`config.mk`:
```
export PLATFORM = sky130hd
export DESIGN_NAME = load_align
export DESIGN_NICKNAME = d
export VERILOG_FILES = /design/src/rtl/lsu_pkg.sv /design/src/rtl/load_align.sv
export SDC_FILE = /design/constraint.sdc
export NUM_CORES = 1
export LEC_CHECK = 0
export BUFFER_PORTS_ARGS = -buffer_cell sky130_fd_sc_hd__buf_2
export CAP_MARGIN = 15
export CORE_ASPECT_RATIO = 0.9
export CORE_MARGIN = 2
export CORE_UTILIZATION = 25
export CTS_BUF_LIST = sky130_fd_sc_hd__clkbuf_8
export CTS_CLUSTER_SIZE = 10
export DETAILED_ROUTE_END_ITERATION = 10
export GPL_ROUTABILITY_DRIVEN = 0
export GPL_TIMING_DRIVEN = 0
export PLACE_DENSITY = 0.58
export SLEW_MARGIN = 10
export SYNTH_ARGS = -nofsm -noshare
export SYNTH_HDL_FRONTEND = slang
export SYNTH_SLANG_ARGS = --single-unit
```
`constraint.sdc`:
```
create_clock -name clk -period 1 [get_ports clk]
set_input_delay 0.05 -clock clk [delete_from_list [all_inputs] [get_ports clk]]
set_output_delay 0.05 -clock clk [all_outputs]
set_load 0.01 [all_outputs]
```
`src/rtl/lsu_pkg.sv`:
```
`default_nettype none

package lsu_pkg;

    // basic widths
    localparam int word_w = 32;
    localparam int addr_w = 32;
    localparam int inst_w = 64;

    // data word: store data, read data, load result
    typedef logic [word_w-1:0] word_t;

    // byte address
    typedef logic [addr_w-1:0] addr_t;

    // one-hot decoded instruction, one bit per instruction
    typedef logic [inst_w-1:0] inst_vec_t;

    // bit positions of the memory instructions in inst_vec_t
    localparam int inst_lb  = 10;
    localparam int inst_lh  = 11;
    localparam int inst_lw  = 12;
    localparam int inst_lbu = 13;
    localparam int inst_lhu = 14;
    localparam int inst_sb  = 15;
    localparam int inst_sh  = 16;
    localparam int inst_sw  = 17;

    // access size, code 3 unused
    typedef logic [1:0] size_t;

    localparam size_t size_byte = 2'd0;
    localparam size_t size_half = 2'd1;
    localparam size_t size_word = 2'd2;

    // byte lane write mask, bit n enables bits 8n+7..8n
    typedef logic [3:0] lane_t;

endpackage

`default_nettype wire

```
`src/rtl/load_align.sv`:
```
`timescale 1ns/1ps
`default_nettype none

module load_align (
    input  wire logic           clk,
    input  wire logic           reset,
    input  wire logic           rd_valid,
    input  wire logic           rd_signed,
    input  wire lsu_pkg::size_t rd_size,
    input  wire logic [1:0]     rd_offset,
    input  wire lsu_pkg::word_t rd_word,
    input  wire logic           store_done,
    input  wire logic           fault_out,
    output logic                load_valid,
    output logic                store_done_q,
    output logic                fault_q,
    output lsu_pkg::word_t      load_data
);

    // addressed byte or half moved down to bit 0
    lsu_pkg::word_t shifted;
    lsu_pkg::word_t extended;

    assign shifted = rd_word >> {rd_offset, 3'b000};

    // sign or zero extension by size
    always_comb begin
        case (rd_size)
            lsu_pkg::size_byte:
                extended = {{24{rd_signed & shifted[7]}}, shifted[7:0]};
            lsu_pkg::size_half:
                extended = {{16{rd_signed & shifted[15]}}, shifted[15:0]};
            default:
                extended = shifted;
        endcase
    end

    // all three pulses leave on the same edge
    always_ff @(posedge clk) begin
        if (reset) begin
            load_valid   <= 1'b0;
            store_done_q <= 1'b0;
            fault_q      <= 1'b0;
        end else begin
            load_valid   <= rd_valid;
            store_done_q <= store_done;
            fault_q      <= fault_out;
        end
    end

    always_ff @(posedge clk) begin
        load_data <= extended;
    end

endmodule

`default_nettype wire

```
### After elaboration in Yosys (flattened, before gate mapping)

Cells that the tools add are included.

* flip-flop bits (word level): 35
* output and inout port bits: 35
* word-level logic and storage cells: 10

* equal/unequal tests: 1
* shift operators: 1
* mux-type cells: 1
* bitwise logic cells: 2
* reduce and logical (&&, ||, !) cells: 1

Operators by type and width (count)
* one-hot mux 32 bit (2 select lines): 1
* right shift 32 x 5 -> 32 bit: 1
* bitwise AND 1 bit: 2
* equality test 2 x 1 -> 1 bit, second input constant: 1
* logical NOT 2 bit: 1

### Longest topological paths before layout

Gate-level depths: netlist (run 1).

* depth after elaboration: 3
* mapped depth: 6
* mapped depth without buffers: 4

### Worst setup path before layout (run 1)

Ideal clock, no wire load.

* kind: input port to flip-flop
* start: input rd_offset[0]
* end: register load_data[10]
* arrival time: 0.909 ns
* data required time: 0.877 ns
* path slack: -0.032 ns
* stages on the path: 5
* cells stage by stage: buf_6 -> buf_4 -> mux2_2 -> a221oi_1 -> nor2_1

* word-level cells in the longest chain between the ends: 3

RTL lines
* start: declaration: line load_align.sv:10 `input wire logic [1:0] rd_offset,`
* right shift 32 x 5 -> 32 bit *: line load_align.sv:24 `assign shifted = rd_word >> {rd_offset, 3'b000};`
* bitwise AND 1 bit: line load_align.sv:30 `extended = {{24{rd_signed & shifted[7]}}, shifted[7:0]};`
* one-hot mux 32 bit (2 select lines) *: line load_align.sv:28 `case (rd_size)`
* net extended[10]: line load_align.sv:22 `lsu_pkg::word_t extended;`
* end signal: assignment: line load_align.sv:52 `load_data <= extended;`
* end: declaration: line load_align.sv:17 `output lsu_pkg::word_t load_data`

The timed path passes the listed nets; every way through them passes the cells marked *.
A chain may end at the register's enable or synchronous reset.

### Worst setup path in the final report (run 1)

* start: input rd_word[30]
* end: register load_data[14]

* word-level cells in the longest chain between the ends: 2

RTL lines
* start: declaration: line load_align.sv:11 `input wire lsu_pkg::word_t rd_word,`
* right shift 32 x 5 -> 32 bit: line load_align.sv:24
* one-hot mux 32 bit (2 select lines): line load_align.sv:28
* net extended[14]: line load_align.sv:22

The timed path passes the listed nets, and every way through them passes these cells.

==> impl_results.md, run 1 <==
* Die Y at 75.69 um
* Final core occ at approximately 37%
* Lkg Pwr at 1.016 nW
* Critical path startpoint: rd_word[30]
* Synthesized net count at between 150 and 200
* Period utilization at slightly below 90%
* Worst-path clk slew at about 0.080 ns
* Placement Cell Area at roughly 1900 sq um
* Most used DFF post-synth: dfxtp_1
* WP data required at 1.18 ns
* Simple-gate share of the synthesized area at approximately 16%
* Status: completed
* Max Slew Vio Count at 0
* Die area at 6332 sq um
* Mean Syn Cell Area at approximately 10 sq um
* Fmax at ~1.1 GHz
* XOR/XNOR Fraction of Synth Area at 0%
* Sequential share of the synthesized area at about half
* Inserted Clock Buffers at 5
* Share of cells above drive strength 1 at 47.19%
* VDD IR max at 0.6898 mV
* Worst Path Max Fanout at 3
* Yosys warns at 0
* Netlist cell types at 25
* Most frequent cell after synthesis: dfxtp_1
* Critical path class: in2reg
* Rel. slew slack at a little under 70%
* Synthesized cell area at 1428 sq um
* Pwr per Cell Area at roughly 1700 nW/um^2
* CP Capture Point: load_data[14]
* Clk buf depth at 2
* Share of flip-flops with an asynchronous set or reset at 0%
* Die X at 83.66 um
* DRT Pass-1 Iters at 4
* Post-synth EDFFs at 0
* Starting Density at around 26%
* Cell row count at 26
* Drt wl/cell at ~13 um
* CTS sink cnt at 35
* CTS HTree Levels at 2
* Vias per inst at between 4 and 5
* CTS tree: yes
* Yosys top cell area share at 49.08%
* Core area at 5595 sq um
* Hold/Removal Path Class: in2reg
* Maxcap violations at 0
* First-pass GRT wire length at 6.375 mm
* Dominant cells by area after synthesis: dfxtp_1, mux2i_1, mux2_2
* DRC viols at 0
* Final Hold Viols at 0
* Post-Synthesis Cells at approximately 140
* Root buffer cell: clkbuf_8
* Final setup vio count at 0
* Largest family of logic cells by synthesized area: compound AO/OA/AOI/OAI gates
* Vias in the first global route at roughly 1.3k
* Final WL at 4.006 mm
* RSZ-0062 raised after global routing: no
* Slew @ Worst Pin at 0.4602 ns
* Layout area overhead at 45.92%
* Pin count of the biggest net entering global routing at 13
* Overflow after GRT at 0
* GRT Total Usage at a little over an eighth
* Synth Register Bits at 35
* I/O Pins at 77
* Synth top cells by count: dfxtp_1, nand2_1, mux2i_1
* Initial DRC count at 51
* IO Port Bufs at 75
* Via count at roughly 1.3k
* Mux share of post-synthesis cell area at a little over an eighth
* Detail Placement HPWL at around 3.1 mm
* Cell taking the most area after synthesis: dfxtp_1
* DRT antenna net count at 0
* Final Critical Period at 0.8950 ns
* Adder-cell share of the synthesized area at 0%
* ANT cells at 0
* Initial antenna violation count at 0
* Critical Path AT at around 1.1 ns
* CP startpoint kind: input port
* Layout Nets at between 200 and 300
* Worst hold slack at about 0.012 ns
* Worst setup EP type: flop
* Final Cell Area at about 2100 sq um
* Synth Area in Compound Gates at between 10% and 20%
* Fillcell total at 600
## layer usage
metal | wire length [um] | global-route usage, %
met1 | 1823 | 16.67
met2 | 1824 | 20.89
met3 | 337 | 6.284
met4 | 20 | 3.763
met5 | 0 | 0
## worst max-delay path: stages
cell,delay [ns]
dlygate4sd3_1,0.54
buf_2,0.14
a221oi_1,0.28
nor2_1,0.06
## registers in the layout, summed over array words and instances, names as in the netlist
| register | count |
|---|---|
| load_data | 32 |
| fault_q | 1 |
| store_done_q | 1 |
| load_valid | 1 |
## repair_timing
item,4_1_cts,5_1_grt
gates resized for setup,0,2
buffers inserted,0,1
hold buffers,6,0
endpoints found under the hold margin,5,0
setup endpoints to repair,0,17
## how the worst min path moves through the flow
stage,startpoint,end,slack (ns),depth (start not counted)
2_1_floorplan,reset,fault_q,0.12,1
3_3_place_gp,reset,store_done_q,0.25,2
3_5_place_dp,reset,load_valid,0.25,2
4_1_cts,rd_word[28],load_data[28],0.004,3
5_1_grt,rd_word[29],load_data[29],0.002,3
6_report,rd_word[24],load_data[24],0.01,3
## power by group
group | leakage [nW] | internal (mW) | switching [mW]
registers | 0.293 | 1.52 | 0.0289
clock network | 0.0581 | 0.742 | 0.519
logic | 0.665 | 0.301 | 0.336
total | 1.02 | 2.57 | 0.884
## placed cells by master (no fill, tap or decap), drive strengths merged, types with 6 or more instances in the layout
cell and n:
buf 82, a221oi 7, clkbuf 6, o21ai 8
mux2 7, a211oi 7, nor2 10, dfxtp 35
nand2 21, dlygate4sd3 6, a21oi 8, nor2b 10
mux2i 11
## metrics by stage
stage | setup WS (ns) | power (mW) | setup TNS (ns) | cells
2_1_floorplan | -0.02011 | 1.917 | -0.09268 | 141
3_3_place_gp | -0.3074 | 2.203 | -5.262 | 286
3_5_place_dp | -0.2946 | 2.208 | -5.970 | 286
4_1_cts | 0.003379 | 3.493 | 0 | 300
5_1_grt | 0.05652 | 3.670 | 0 | 301
6_report | 0.1050 | 3.450 | 0 | 301
## layout make-up
class                           count  area [sq um]  area share (%)
Buffer                              7         56.30           2.703
Tap cell                           70         87.58           4.204
Inverter                            2         7.507          0.3604
Multi-Input combinational cell     97         675.6           32.43
Timing Repair Buffer               82         442.9           21.26
Clock inverter                      3         43.79           2.102
Clock buffer                        5         68.82           3.303
Sequential cell                    35         700.7           33.63
## kinds of logic after synthesis
| group | count (synthesis) |
|---|---|
| buffers and inverters | 9 |
| AOI/OAI and AO/OA | 33 |
| and+or+nand+nor | 46 |
| muxes | 18 |
| DFF | 35 |
Note: power is estimated with default switching activity, not from simulation.
==> run 2, diff against run 1 <==
ABC_AREA = 1   (was not set)
PLACE_DENSITY = 0.56   (was 0.58)
==> run 2 against run 1 <==
Compared with the run above:
- total power shrank 2.9%
- final cell count increased by 29%
- global-route usage is 0.059 points higher
- largest cell class is now multi-input combinational cells
==> impl_results.md, run 2 <==
* Initial DRC count at 57
* Kind of cell adding the most delay to the critical path: flip-flops
* I/O Pins at 77
* Pwr per Cell Area at around 1500 nW/um^2
* CTS HTree Levels at 2
* Cell Count, Final, Fillers Out at 388
* ANT cells at 0
* CP max stage delay at between 0.3 and 0.4 ns
* CTS sink cnt at 35
* Slew @ Worst Pin at between 0.4 and 0.5 ns
* VDD IR max at 0.5753 mV
* Placed cells at between 300 and 400
* Layout Nets at around 340
* Max Slew Vio Count at 0
* Vias in the first global route at about 1.5k
* Post-Synthesis Cells at 214
* Dominant cells by area after synthesis: dfxtp_1, nand2_1, nand3_1
* Layout area overhead at 39.75%
* Worst-path clk slew at approximately 0.08 ns
* Root buffer cell: clkbuf_8
* Mean Syn Cell Area at about 7.4 sq um
* Largest register FFs at 32
* DRC viols at 0
* Final setup margin at around 0.22 ns
* DRT Pass-1 Iters at 4
* First-pass GRT wire length at ~7 mm
* Yosys warns at 0
* Period utilization at 77.65%
* Fmax at roughly 1.3 GHz
* Setup TNS at 0 ns
* Post CTS Setup Buffer Count at 0
* Synth Register Bits at 35
* DP Worst Slack at -0.05076 ns
* Yosys top cell area share at ~44%
* Vias per inst at ~4
* Pin count of the biggest net entering global routing at 12
* Die Y at around 80 um
* Drt wl/cell at between 10 and 15 um
* Worst setup EP type: primary output
* Status: completed
* Critical Path AT at approximately 0.73 ns
* IO Port Bufs at between 70 and 80
* Worst hold slack at 0.007443 ns
* Initial antenna violation count at 0
* Cell taking the most area after synthesis: dfxtp_1
* Fillcell total at 663
* Synthesized net count at around 260
* Synth top cells by count: nand2_1, dfxtp_1, nand3_1
* Inserted Clock Buffers at 5
* Multi-input gate area at a little over 700 sq um
* Synthesized cell area at ~1600 sq um
* Leading cell type in the layout, fill and taps excluded: buf_2
* CP startpoint kind: flop
* Critical path class: reg2out
* RSZ-0062 raised after global routing: no
* Reg area at 700.7 sq um
* Die X at about 88 um
* Worst Path Max Fanout at 1
* Share of flip-flops with an asynchronous set or reset at 0%
* Detail Placement HPWL at around 3.5 mm
* Lkg Pwr at 1.256 nW
* Most frequent cell after synthesis: nand2_1
* Overflow after GRT at 0
* Final setup vio count at 0
* Core area at approximately 6100 sq um
* Final Critical Period at roughly 0.78 ns
* Final WL at about 4.5 mm
* GRT Total Usage at 13.38%
* Largest Register: load_data
* Share of cells above drive strength 1 at 36.21%
* Most frequent cells in the layout: buf_2, nand2_1, dfxtp_1, nand3_1
* Final Hold Viols at 0
* CP max-delay cell: dfxtp_1
* CTS tree: yes
* Hold/Removal Path Class: in2reg
* Via count at around 1.6k
* DRT antenna net count at 0
* CP cell instances: buf_2
* Starting Density at 25.84%
* Worst Path Buf+Inv at 1
* Cell row count at 27
* Sequential share of the synthesized area at between 40% and 50%
* Most used DFF post-synth: dfxtp_1
* Maxcap violations at 0
* Rel. slew slack at roughly 69%
* Die area at 6974 sq um
* Clk buf depth at 2
* Post-synth EDFFs at 0
* WP data required at 0.95 ns
* Netlist cell types at 23
==> run 2: cell types whose count changed after synthesis, moves of 8 or more <==
cell     before  now
inv_1         1   12
mux2i_1      11    0
nand2_1      19   76
nand3_1       0   29
nand3_2       0    8
nor2b_1      10    0
==> run 2: final timing paths <==
path | cells past startpoint | slack, ns | to | from
max | 1 | 0.22 | load_data[14] | load_data[14]
min | 3 | 0.007 | load_data[3] | rd_word[3]
==> run 2: final cells by class <==
class | instances | area share (%)
multi-input cells | 151 | 32.46
flip-flops and latches | 35 | 31.73
repair buffers | 79 | 18.81
well taps | 87 | 4.929
plain buffers | 14 | 4.873
clock buffers | 7 | 4.363
inverters | 14 | 2.493
clock inverters | 1 | 0.3399
==> run 2: through the flow <==
stage               power, mW  area, sq um  utilization (%)
detailed placement      2.236         2064            33.76
global placement        2.232         2064            33.76
global route            3.542         2208            36.12
CTS                     3.399         2208            36.12
finish                  3.349         2208            36.12
floorplan               1.942         1580                -
==> run 2: cells by family (layout without fill, tap and decap cells) <==
logic type,count (synthesis),count (layout),share of synthesized area [%]
flops,35,35,44.34
compound gates,20,20,6.809
buf+inv,28,115,10.29
simple gates,131,131,38.56
==> run 2: repair_timing <==
action | CTS | global route
hold endpoints to repair | 3 | 0
gates resized for setup | 0 | 0
hold buffers | 4 | 0
==> run 2: power breakdown <==
group	switching (mW)	internal [mW]	leakage [nW]
registers	0.0261	1.52	0.292
clock network	0.512	0.627	0.0505
logic	0.378	0.287	0.913
==> run 2: per-layer routing <==
metal | GRT usage, % | vias up | wire, um
met5 | 0 | - | 0
met4 | 4.000 | 0 | 21
met3 | 4.137 | 3 | 385
met2 | 20.15 | 59 | 1977
met1 | 18.26 | 649 | 2141
li1 | - | 848 | -
