[src/rtl/lsu_pkg.sv]
`default_nettype none

package lsu_pkg;

    // basic widths
    localparam int word_w = 32;
    localparam int addr_w = 32;
    localparam int inst_w = 64;

    // data word: store data, read data, load result
    typedef logic [word_w-1:0] word_t;

    // byte address
    typedef logic [addr_w-1:0] addr_t;

    // one-hot decoded instruction, one bit per instruction
    typedef logic [inst_w-1:0] inst_vec_t;

    // bit positions of the memory instructions in inst_vec_t
    localparam int inst_lb  = 10;
    localparam int inst_lh  = 11;
    localparam int inst_lw  = 12;
    localparam int inst_lbu = 13;
    localparam int inst_lhu = 14;
    localparam int inst_sb  = 15;
    localparam int inst_sh  = 16;
    localparam int inst_sw  = 17;

    // access size, code 3 unused
    typedef logic [1:0] size_t;

    localparam size_t size_byte = 2'd0;
    localparam size_t size_half = 2'd1;
    localparam size_t size_word = 2'd2;

    // byte lane write mask, bit n enables bits 8n+7..8n
    typedef logic [3:0] lane_t;

endpackage

`default_nettype wire

[src/rtl/mem_req_stage.sv]
`timescale 1ns/1ps
`default_nettype none

module mem_req_stage (
    input  wire logic               clk,
    input  wire logic               reset,
    input  wire logic               op_valid,
    input  wire lsu_pkg::inst_vec_t inst,
    input  wire lsu_pkg::word_t     base,
    input  wire lsu_pkg::word_t     offset,
    input  wire lsu_pkg::word_t     store_data,
    output logic                    req_valid,
    output logic                    req_load,
    output logic                    req_store,
    output logic                    req_signed,
    output logic                    req_fault,
    output lsu_pkg::size_t          req_size,
    output lsu_pkg::addr_t          req_addr,
    output lsu_pkg::word_t          req_wdata
);

    // decoded fields of the incoming operation
    logic           is_load;
    logic           is_store;
    logic           is_signed;
    lsu_pkg::size_t size;
    lsu_pkg::addr_t addr;
    logic           misaligned;

    // effective address, wraps modulo 2^32
    assign addr = base + offset;

    // exact one-hot match, anything else is a no-op
    always_comb begin
        is_load   = 1'b0;
        is_store  = 1'b0;
        is_signed = 1'b0;
        size      = lsu_pkg::size_word;
        case (inst)
            (lsu_pkg::inst_vec_t'(1) << lsu_pkg::inst_lb): begin
                is_load   = 1'b1;
                is_signed = 1'b1;
                size      = lsu_pkg::size_byte;
            end
            (lsu_pkg::inst_vec_t'(1) << lsu_pkg::inst_lh): begin
                is_load   = 1'b1;
                is_signed = 1'b1;
                size      = lsu_pkg::size_half;
            end
            (lsu_pkg::inst_vec_t'(1) << lsu_pkg::inst_lw): begin
                is_load = 1'b1;
            end
            (lsu_pkg::inst_vec_t'(1) << lsu_pkg::inst_lbu): begin
                is_load = 1'b1;
                size    = lsu_pkg::size_byte;
            end
            (lsu_pkg::inst_vec_t'(1) << lsu_pkg::inst_lhu): begin
                is_load = 1'b1;
                size    = lsu_pkg::size_half;
            end
            (lsu_pkg::inst_vec_t'(1) << lsu_pkg::inst_sb): begin
                is_store = 1'b1;
                size     = lsu_pkg::size_byte;
            end
            (lsu_pkg::inst_vec_t'(1) << lsu_pkg::inst_sh): begin
                is_store = 1'b1;
                size     = lsu_pkg::size_half;
            end
            (lsu_pkg::inst_vec_t'(1) << lsu_pkg::inst_sw): begin
                is_store = 1'b1;
            end
            default: begin
                // non-memory bit or several bits set, defaults hold
            end
        endcase
    end

    // halves need even address, words need a multiple of four
    always_comb begin
        case (size)
            lsu_pkg::size_half: misaligned = addr[0];
            lsu_pkg::size_word: misaligned = (addr[1:0] != 2'b00);
            default:            misaligned = 1'b0;
        endcase
    end

    // control bits, valid marks a real memory op
    always_ff @(posedge clk) begin
        if (reset) begin
            req_valid <= 1'b0;
            req_load  <= 1'b0;
            req_store <= 1'b0;
            req_fault <= 1'b0;
        end else begin
            req_valid <= op_valid && (is_load || is_store);
            // faulting ops are neither load nor store
            req_load  <= is_load && !misaligned;
            req_store <= is_store && !misaligned;
            req_fault <= (is_load || is_store) && misaligned;
        end
    end

    // request payload
    always_ff @(posedge clk) begin
        req_size   <= size;
        req_signed <= is_signed;
        req_addr   <= addr;
        req_wdata  <= store_data;
    end

endmodule

`default_nettype wire

[config.mk]
export PLATFORM = sky130hd
export DESIGN_NAME = mem_req_stage
export DESIGN_NICKNAME = d
export VERILOG_FILES = /design/src/rtl/lsu_pkg.sv /design/src/rtl/mem_req_stage.sv
export SDC_FILE = /design/constraint.sdc
export NUM_CORES = 1
export LEC_CHECK = 0
export BUFFER_PORTS_ARGS = -buffer_cell sky130_fd_sc_hd__buf_2
export CELL_PAD_IN_SITES_DETAIL_PLACEMENT = 0
export CELL_PAD_IN_SITES_GLOBAL_PLACEMENT = 2
export CORE_MARGIN = 4
export CORE_UTILIZATION = 20
export CTS_BUF_LIST = sky130_fd_sc_hd__clkbuf_16
export CTS_CLUSTER_SIZE = 12
export DETAILED_ROUTE_END_ITERATION = 8
export PLACE_DENSITY = 0.75
export SYNTH_ARGS = -nofsm -noshare
export SYNTH_HDL_FRONTEND = slang
export SYNTH_SLANG_ARGS = --single-unit
[constraint.sdc]
create_clock -name clk -period 2.6 [get_ports clk]
set_clock_uncertainty 0.05 [all_clocks]
set_input_delay 0.52 -clock clk [delete_from_list [all_inputs] [get_ports clk]]
set_output_delay 0.52 -clock clk [all_outputs]
set_load 0.1 [all_outputs]
After elaboration in Yosys (flattened, before gate mapping)
Index checks and enable logic that the tools add are counted.
{ "op_classes": {"addsub": 1, "n_eq_ne": 10, "muxes": 5, "reduce_logical": 12} }
{ "ops": {"columns": ["op", "count"], "rows": [
  ["$eq 64x11->1 const B", 1],
  ["$eq 64x12->1 const B", 1],
  ["$eq 64x13->1 const B", 1],
  ["$eq 64x14->1 const B", 1],
  ["$eq 64x15->1 const B", 1],
  ["$eq 64x16->1 const B", 1],
  ["$eq 64x17->1 const B", 1],
  ["$eq 64x18->1 const B", 1],
  ["$add 32x32->32", 1],
  ["$reduce_or 3->1", 3],
  ["$reduce_or 5->1", 1],
  ["$logic_and 1x1->1", 4],
  ["$pmux 2 s2", 1],
  ["$mux 1", 3],
  ["$eq 2x1->1 const B", 1],
  ["$eq 2x2->1 const B", 1],
  ["$pmux 1 s2", 1],
  ["$reduce_bool 2->1", 1],
  ["$reduce_or 2->1", 1],
  ["$logic_not 1->1", 1],
  ["$logic_or 1x1->1", 1]
]} }
{ "word_totals": {"regBits": 71, "inputBits": 163, "output_inout_bits": 71, "wordCells": 36} }

Logic depth before layout (Yosys ltp)
Gate-level depths: netlist of run 1.
{ "depth": {"depth_word": 7, "depth_mapped": 9, "ltp_nobuf": 9} }

Least setup slack after synthesis of run 1
No wires, ideal clock.
{ "synth_timing": {"path_type": "input -> register", "startpoint": "input port offset[0]", "endpoint": "register req_addr[30]", "arrival_ps": 2459, "required_ps": 2478, "path_slack_ps": 19, "path_stages": 9, "n_path_buf": 0, "cell_sequence": "ha_1 > fa_1 > a211oi_1 > nor2_1 > o211a_1 > o31ai_1 > nand3_1 > a41oi_1 > xnor2_1"} }
{ "synth_between": {"elab_chain_len": 1} }
{ "synth_lines": {"columns": ["element", "line", "source"], "rows": [
  ["from (decl)", "mem_req_stage.sv:10", "input wire lsu_pkg::word_t offset,"],
  ["$add 32x32->32", "mem_req_stage.sv:31", "assign addr = base + offset;"],
  ["named net addr[30]", "mem_req_stage.sv:27", "lsu_pkg::addr_t addr;"],
  ["to (signal assigned)", "mem_req_stage.sv:107", "req_addr <= addr;"],
  ["to (decl)", "mem_req_stage.sv:18", "output lsu_pkg::addr_t req_addr,"]
]} }
The timed path passes the listed nets, and every way through them passes these cells.
A chain may end at the register's enable or synchronous reset.

Final worst setup path of run 1
{ "layout_timing": {"startpoint": "input port offset[1]", "endpoint": "register req_addr[31]"} }
The elaborated chain is that of the path after synthesis.

==> run summary, run 1 <==
Slew headroom - 0.640
Largest net degree at the start of global routing - 16
Netlist cell types - 49
I/O pin total - 234
CP max stage cell - or4_1
CP Buf/Inv Count - 1
Initial DRT Pass Iterations - 4
Storage element area - 1420 µm²
Sequential area share after synthesis - 0.410
Routability cong. - 0.872
Ys flop type - dfxtp_1
GRT overflow - 0
Power Density - 789 nW/µm²
Final period utilization - 0.959
Yosys reg bits - 71
CTS Buffer Depth - 2
Post-route DRC violation count - 0
Critical path class - in2reg
First-pass GRT wire length - 20600 µm
Post-CTS setup buffer count - 0
TritonCTS Buffers - 9
Cts hold-fix bufs - 0
Mean number of vias per cell - 4.38
CP top delay family - compound AO/OA/AOI/OAI gates
Critical path required time - 2.77 ns
P_leak - 2.70 nW
# rows - 47
Setup crit start kind - primary input
1st-iter DRT viols - 133
Most frequent cells in the layout - buf_2 (233), dfxtp_1 (71), buf_4 (40), ha_1 (31), a21oi_1 (24)
Htree depth - 3
CTS resizes - 0
Final total power - 4.32 mW
Die Y - 140 µm
Synthesized Nets - 556
Worst-margin pin slew - 0.544 ns
Max Clock Freq - 401 MHz
Worst hold path type - in2reg
Port bufs - 233
Slowest Stage Delay on Critical Path - 0.53 ns
Detailed-route via count - 3776
Post-synth EDFFs - 0
Hold Fails Final Rpt - 0
Nets - 832
Worst-path maximum fanout - 3
DR WL/cell - 14.8 µm
Initial antenna violation count - 0
Critical Path End Type - flip-flop
Footprint of the multi-input gates - 2000 µm²
Cell Area, Synth - 3470 µm²
Fillers - 1819
Final slew viol count - 0
Yosys Warn Count - 0
CTS root buffer - clkbuf_16
Antenna Nets Post-Route - 0
Initial core utilization - 0.206
Most common cell after layout, fill and taps aside - buf_2
Ys async rst share - 0
WP data arrival - 2.66 ns
Core Footprint - 16800 µm²
Die width - 140 µm
Worst-path clk slew - 0.06 ns
Wirelength, routed - 12700 µm
Minimum clock period - 2.49 ns
Detail Placement HPWL - 11000 µm
Synth Instances - 361
Status - complete, no violations
Worst-path cell chain - buf_2, ha_1, a211o_1, a211oi_2, o31ai_2, a21oi_1, nor3_1, or4_1, xnor2_1
Ant diodes - 0
TritonCTS Sinks - 71
TritonCTS clock tree - yes
Worst vdd ir - 0.449 mV
Final setup viols - 0
Max_cap viols - 0
Fraction of layout cells with a size suffix above 1 - 0.463
Syn_area_per_cell - 9.61 µm²
P&R area growth vs syn - 57.7%
Vias in the first global route - 4035
Setup TNS - 0 ns
Gr usage total - 0.130
Die area - 19500 µm²
-- cell type report --
cell class                 count  area share
inverter                       6     0.00411
multi-input combinational    276       0.365
clock buffer                   9      0.0411
clock inverter                 7      0.0117
sequential                    71       0.260
tap                          220      0.0503
timing repair buffer         273       0.268
-- per-layer routing --
layer	up-vias	global-route usage	routed length, µm
li1	1911	-	-
met1	1696	0.157	5440
met2	155	0.226	6240
met3	14	0.0340	889
met4	0	0.0423	173
met5	-	0	0
-- synthesized netlist by cell type (all sizes together), types with 3 or more instances --
library cell	number	share of area
nand2b	4	0.0072
a211oi	10	0.023
nand2	15	0.016
o21a	7	0.015
o21ai	24	0.035
o211ai	4	0.0087
nor4	17	0.031
a21boi	3	0.0065
nor2	19	0.021
nand3	12	0.017
nor3	10	0.014
xor2	18	0.045
a21oi	24	0.035
dfxtp	71	0.41
a211o	3	0.0076
inv	6	0.0065
a21o	18	0.039
o31ai	5	0.012
clkbuf	8	0.0087
ha	31	0.11
nand4	6	0.011
xnor2	16	0.040
and2	3	0.0054
-- path summary, 6_finish.rpt --
kind | to | slack, ns | cells after the start | from
min | req_wdata[16] | 0.23 | 1 | store_data[16]
max | req_addr[31] | 0.11 | 9 | offset[1]
-- metrics by stage --
step / setup slack [ns] / utilization / instances / instance area (µm²) / hold WS, ns
global route: -0.000698 / 0.325 / 862 / 5470 / 0.208
global placement: -0.269 / 0.308 / 846 / 5180 / 0.572
CTS: 0.0803 / 0.325 / 862 / 5470 / 0.209
floorplan: 0.0189 / - / 361 / 3470 / 0.498
detailed placement: -0.272 / 0.308 / 846 / 5180 / 0.574
finish: 0.108 / 0.325 / 862 / 5470 / 0.234
-- power by group --
part	internal, mW	switching, mW
clock network	0.667	0.528
logic	0.448	1.41
registers	1.23	0.0414
-- sequential cells by signal, indices dropped and copies added, names as in the netlist --
register / count
req_addr: 32
req_fault: 1
req_load: 1
req_signed: 1
req_size: 2
req_store: 1
req_valid: 1
req_wdata: 32
-- cell families (layout without fill, tap and decap cells) --
| family | count (synthesis) | count (layout) | share of synthesized area |
|---|---|---|---|
| compound gates | 114 | 114 | 0.229 |
| simple gates | 96 | 96 | 0.143 |
| flops | 71 | 71 | 0.410 |
| xor+xnor | 34 | 34 | 0.0858 |
| fa+ha+maj | 32 | 32 | 0.118 |
| buf+inv | 14 | 295 | 0.0151 |
No activity file was read; power rests on OpenSTA's default activity.
==> run 2, diff against run 1 <==
==> constraint.sdc (replaced) <==
create_clock -name clk -period 2.6 [get_ports clk]
set_clock_uncertainty 0.05 [all_clocks]
set_input_delay 0.13 -clock clk [delete_from_list [all_inputs] [get_ports clk]]
set_output_delay 0.13 -clock clk [all_outputs]
set_load 0.1 [all_outputs]
==> run summary, run 2 (synthesis gave the netlist of run 1 again) <==
Status - complete, no violations (unchanged)
Post-layout util - 0.333 (was 0.325)
Worst hold path type - in2reg (unchanged)
Gate power share - 0.410 (was 0.430)
CTS resizes - 0 (unchanged)
Fraction of layout cells with a size suffix above 1 - 0.407 (was 0.463)
CP top delay family - simple AND/OR/NAND/NOR gates (was compound AO/OA/AOI/OAI gates)
Critical path required time - 2.83 ns (was 2.77 ns)
Vias in the first global route - 4112 (was 4035)
Highest routed layer - met4 (unchanged)
1st-iter DRT viols - 146 (was 133)
Wirelength, routed - 12900 µm (was 12700 µm)
Core Footprint - 16800 µm² (unchanged)
Critical path class - in2reg (unchanged)
Ant diodes - 0 (unchanged)
Htree depth - 3 (unchanged)
Detailed-route via count - 3780 (was 3776)
Gr usage total - 0.131 (was 0.130)
Placed Instances - 811 (was 846)
Initial DRT Pass Iterations - 4 (unchanged)
CP max stage cell - dlygate4sd3_1 (was or4_1)
Nets - 832 (unchanged)
Clock power share - 0.305 (was 0.277)
Final slew viol count - 0 (unchanged)
Final setup viols - 0 (unchanged)
WP data arrival - 2.46 ns (was 2.66 ns)
Initial antenna violation count - 0 (unchanged)
Mean number of vias per cell - 4.39 (was 4.38)
Largest net degree at the start of global routing - 15 (was 16)
WL met3 - 757 µm (was 889 µm)
DR WL/cell - 15.0 µm (was 14.8 µm)
# rows - 47 (unchanged)
Post-CTS setup buffer count - 0 (unchanged)
Slew headroom - 0.647 (was 0.640)
CP dominant cell by count - nor4_1
Net Sw Frac - 0.439 (was 0.458)
Internal power - 2.51 mW (was 2.34 mW)
Cts hold-fix bufs - 35 (was 0)
Finished Layout Cells - 862 (unchanged)
I/O pin total - 234 (unchanged)
CTS root buffer - clkbuf_16 (unchanged)
Hold Fails Final Rpt - 0 (unchanged)
Footprint of the multi-input gates - 2000 µm² (about the same)
Slowest Stage Delay on Critical Path - 0.57 ns (was 0.53 ns)
Die Y - 140 µm (unchanged)
TritonCTS Buffers - 9 (unchanged)
Max Clock Freq - 449 MHz (was 401 MHz)
Die area - 19500 µm² (unchanged)
Worst-path clk slew - 0.06 ns (about the same)
P_sw - 1.96 mW (was 1.98 mW)
P&R area growth vs syn - 61.3% (was 57.7%)
Worst-margin pin slew - 0.533 ns (was 0.544 ns)
Fillers - 1795 (was 1819)
Most frequent cells in the layout - buf_2 (233), dfxtp_1 (71), dlygate4sd3_1 (35), ha_1 (31), a21oi_1 (24) (was buf_2 (233), dfxtp_1 (71), buf_4 (40), ha_1 (31), a21oi_1 (24))
Top Registers - req_addr x32, req_wdata x32, req_size x2 (unchanged)
Final period utilization - 0.857 (was 0.959)
Setup TNS - 0 ns (unchanged)
P_leak - 2.70 nW (about the same)
Met2 routed WL - 6280 µm (was 6240 µm)
TritonCTS clock tree - yes (unchanged)
Worst-path cell chain - buf_2, nor4_1, nand4_1, nor4_1, nand2b_1, a211o_1, a211oi_1, dlygate4sd3_1 (was buf_2, ha_1, a211o_1, a211oi_2, o31ai_2, a21oi_1, nor3_1, or4_1, xnor2_1)
Setup crit start kind - primary input (unchanged)
Routability cong. - 0.882 (was 0.872)
Detail Placement HPWL - 10800 µm (was 11000 µm)
RSZ-0062 raised after global routing - no
Antenna Nets Post-Route - 0 (unchanged)
Metal1 wirelength - 5700 µm (was 5440 µm)
Crit path launch - inst[37] (was offset[1])
Max_cap viols - 0 (unchanged)
Storage element area - 1420 µm² (unchanged)
CP Buf/Inv Count - 2 (was 1)
TritonCTS Sinks - 71 (unchanged)
First-pass GRT wire length - 20800 µm (was 20600 µm)
Final total power - 4.46 mW (was 4.32 mW)
Initial core utilization - 0.206 (unchanged)
Post-route DRC violation count - 0 (unchanged)
Minimum clock period - 2.23 ns (was 2.49 ns)
Flop pwr share - 0.285 (was 0.294)
Critical Path End Type - flip-flop (unchanged)
Worst-path maximum fanout - 4 (was 3)
Power Density - 797 nW/µm² (was 789 nW/µm²)
Die width - 140 µm (unchanged)
Port bufs - 233 (unchanged)
Worst vdd ir - 0.463 mV (was 0.449 mV)
GRT overflow - 0 (unchanged)
CTS Buffer Depth - 2 (unchanged)
Most common cell after layout, fill and taps aside - buf_2 (unchanged)
Hold Path Origin - offset[31] (was store_data[16])
## run 2: changes by cell type in the layout (fill, tap and decap cells not counted)
cell	before	now
buf_4	40	5
bufinv_16	0	2
clkinvlp_4	2	1
dlygate4sd3_1	0	35
fa_1	0	1
fa_2	1	0
inv_6	2	3
inv_8	2	0
## run 2: per-stage QoR
step / hold slack (ns) / setup WS, ns / instance area (µm²)
after floorplan: 0.108 / 0.409 / 3470
after global placement: 0.182 / 0.0957 / 4920
after detailed placement: 0.184 / 0.0606 / 4920
after CTS: 0.0723 / 0.401 / 5600
after global routing: 0.0987 / 0.0795 / 5600
final: 0.0857 / 0.371 / 5600
## run 2: path summary, 6_finish.rpt
| check | endpoint | cells after the start | slack, ns |
|---|---|---|---|
| worst max-delay path | req_valid | 8 | 0.37 |
| worst min-delay path | req_addr[31] | 3 | 0.09 |
## run 2: layout make-up
type / instances / share of cell area
Clock buffer: 9 / 0.0402
Clock inverter: 7 / 0.0183
Inverter: 6 / 0.00402
Multi-Input combinational cell: 276 / 0.357
Sequential cell: 71 / 0.254
Tap cell: 220 / 0.0492
Timing Repair Buffer: 273 / 0.278
## run 2: power by group through the flow
stage	clock network, mW	registers, mW	logic (mW)
6_report	1.36	1.27	1.83
5_1_grt	1.46	1.28	1.93
4_1_cts	1.42	1.28	1.84
3_5_place_dp	0	1.30	1.79
3_3_place_gp	0	1.30	1.79
2_1_floorplan	0	2.29	0.388
## run 2: layer usage
| layer | vias up | track usage |
|---|---|---|
| met2 | 146 | 0.227 |
| met3 | 14 | 0.0250 |
| met1 | 1707 | 0.164 |
| li1 | 1913 | - |
| met5 | - | 0 |
| met4 | 0 | 0.0444 |
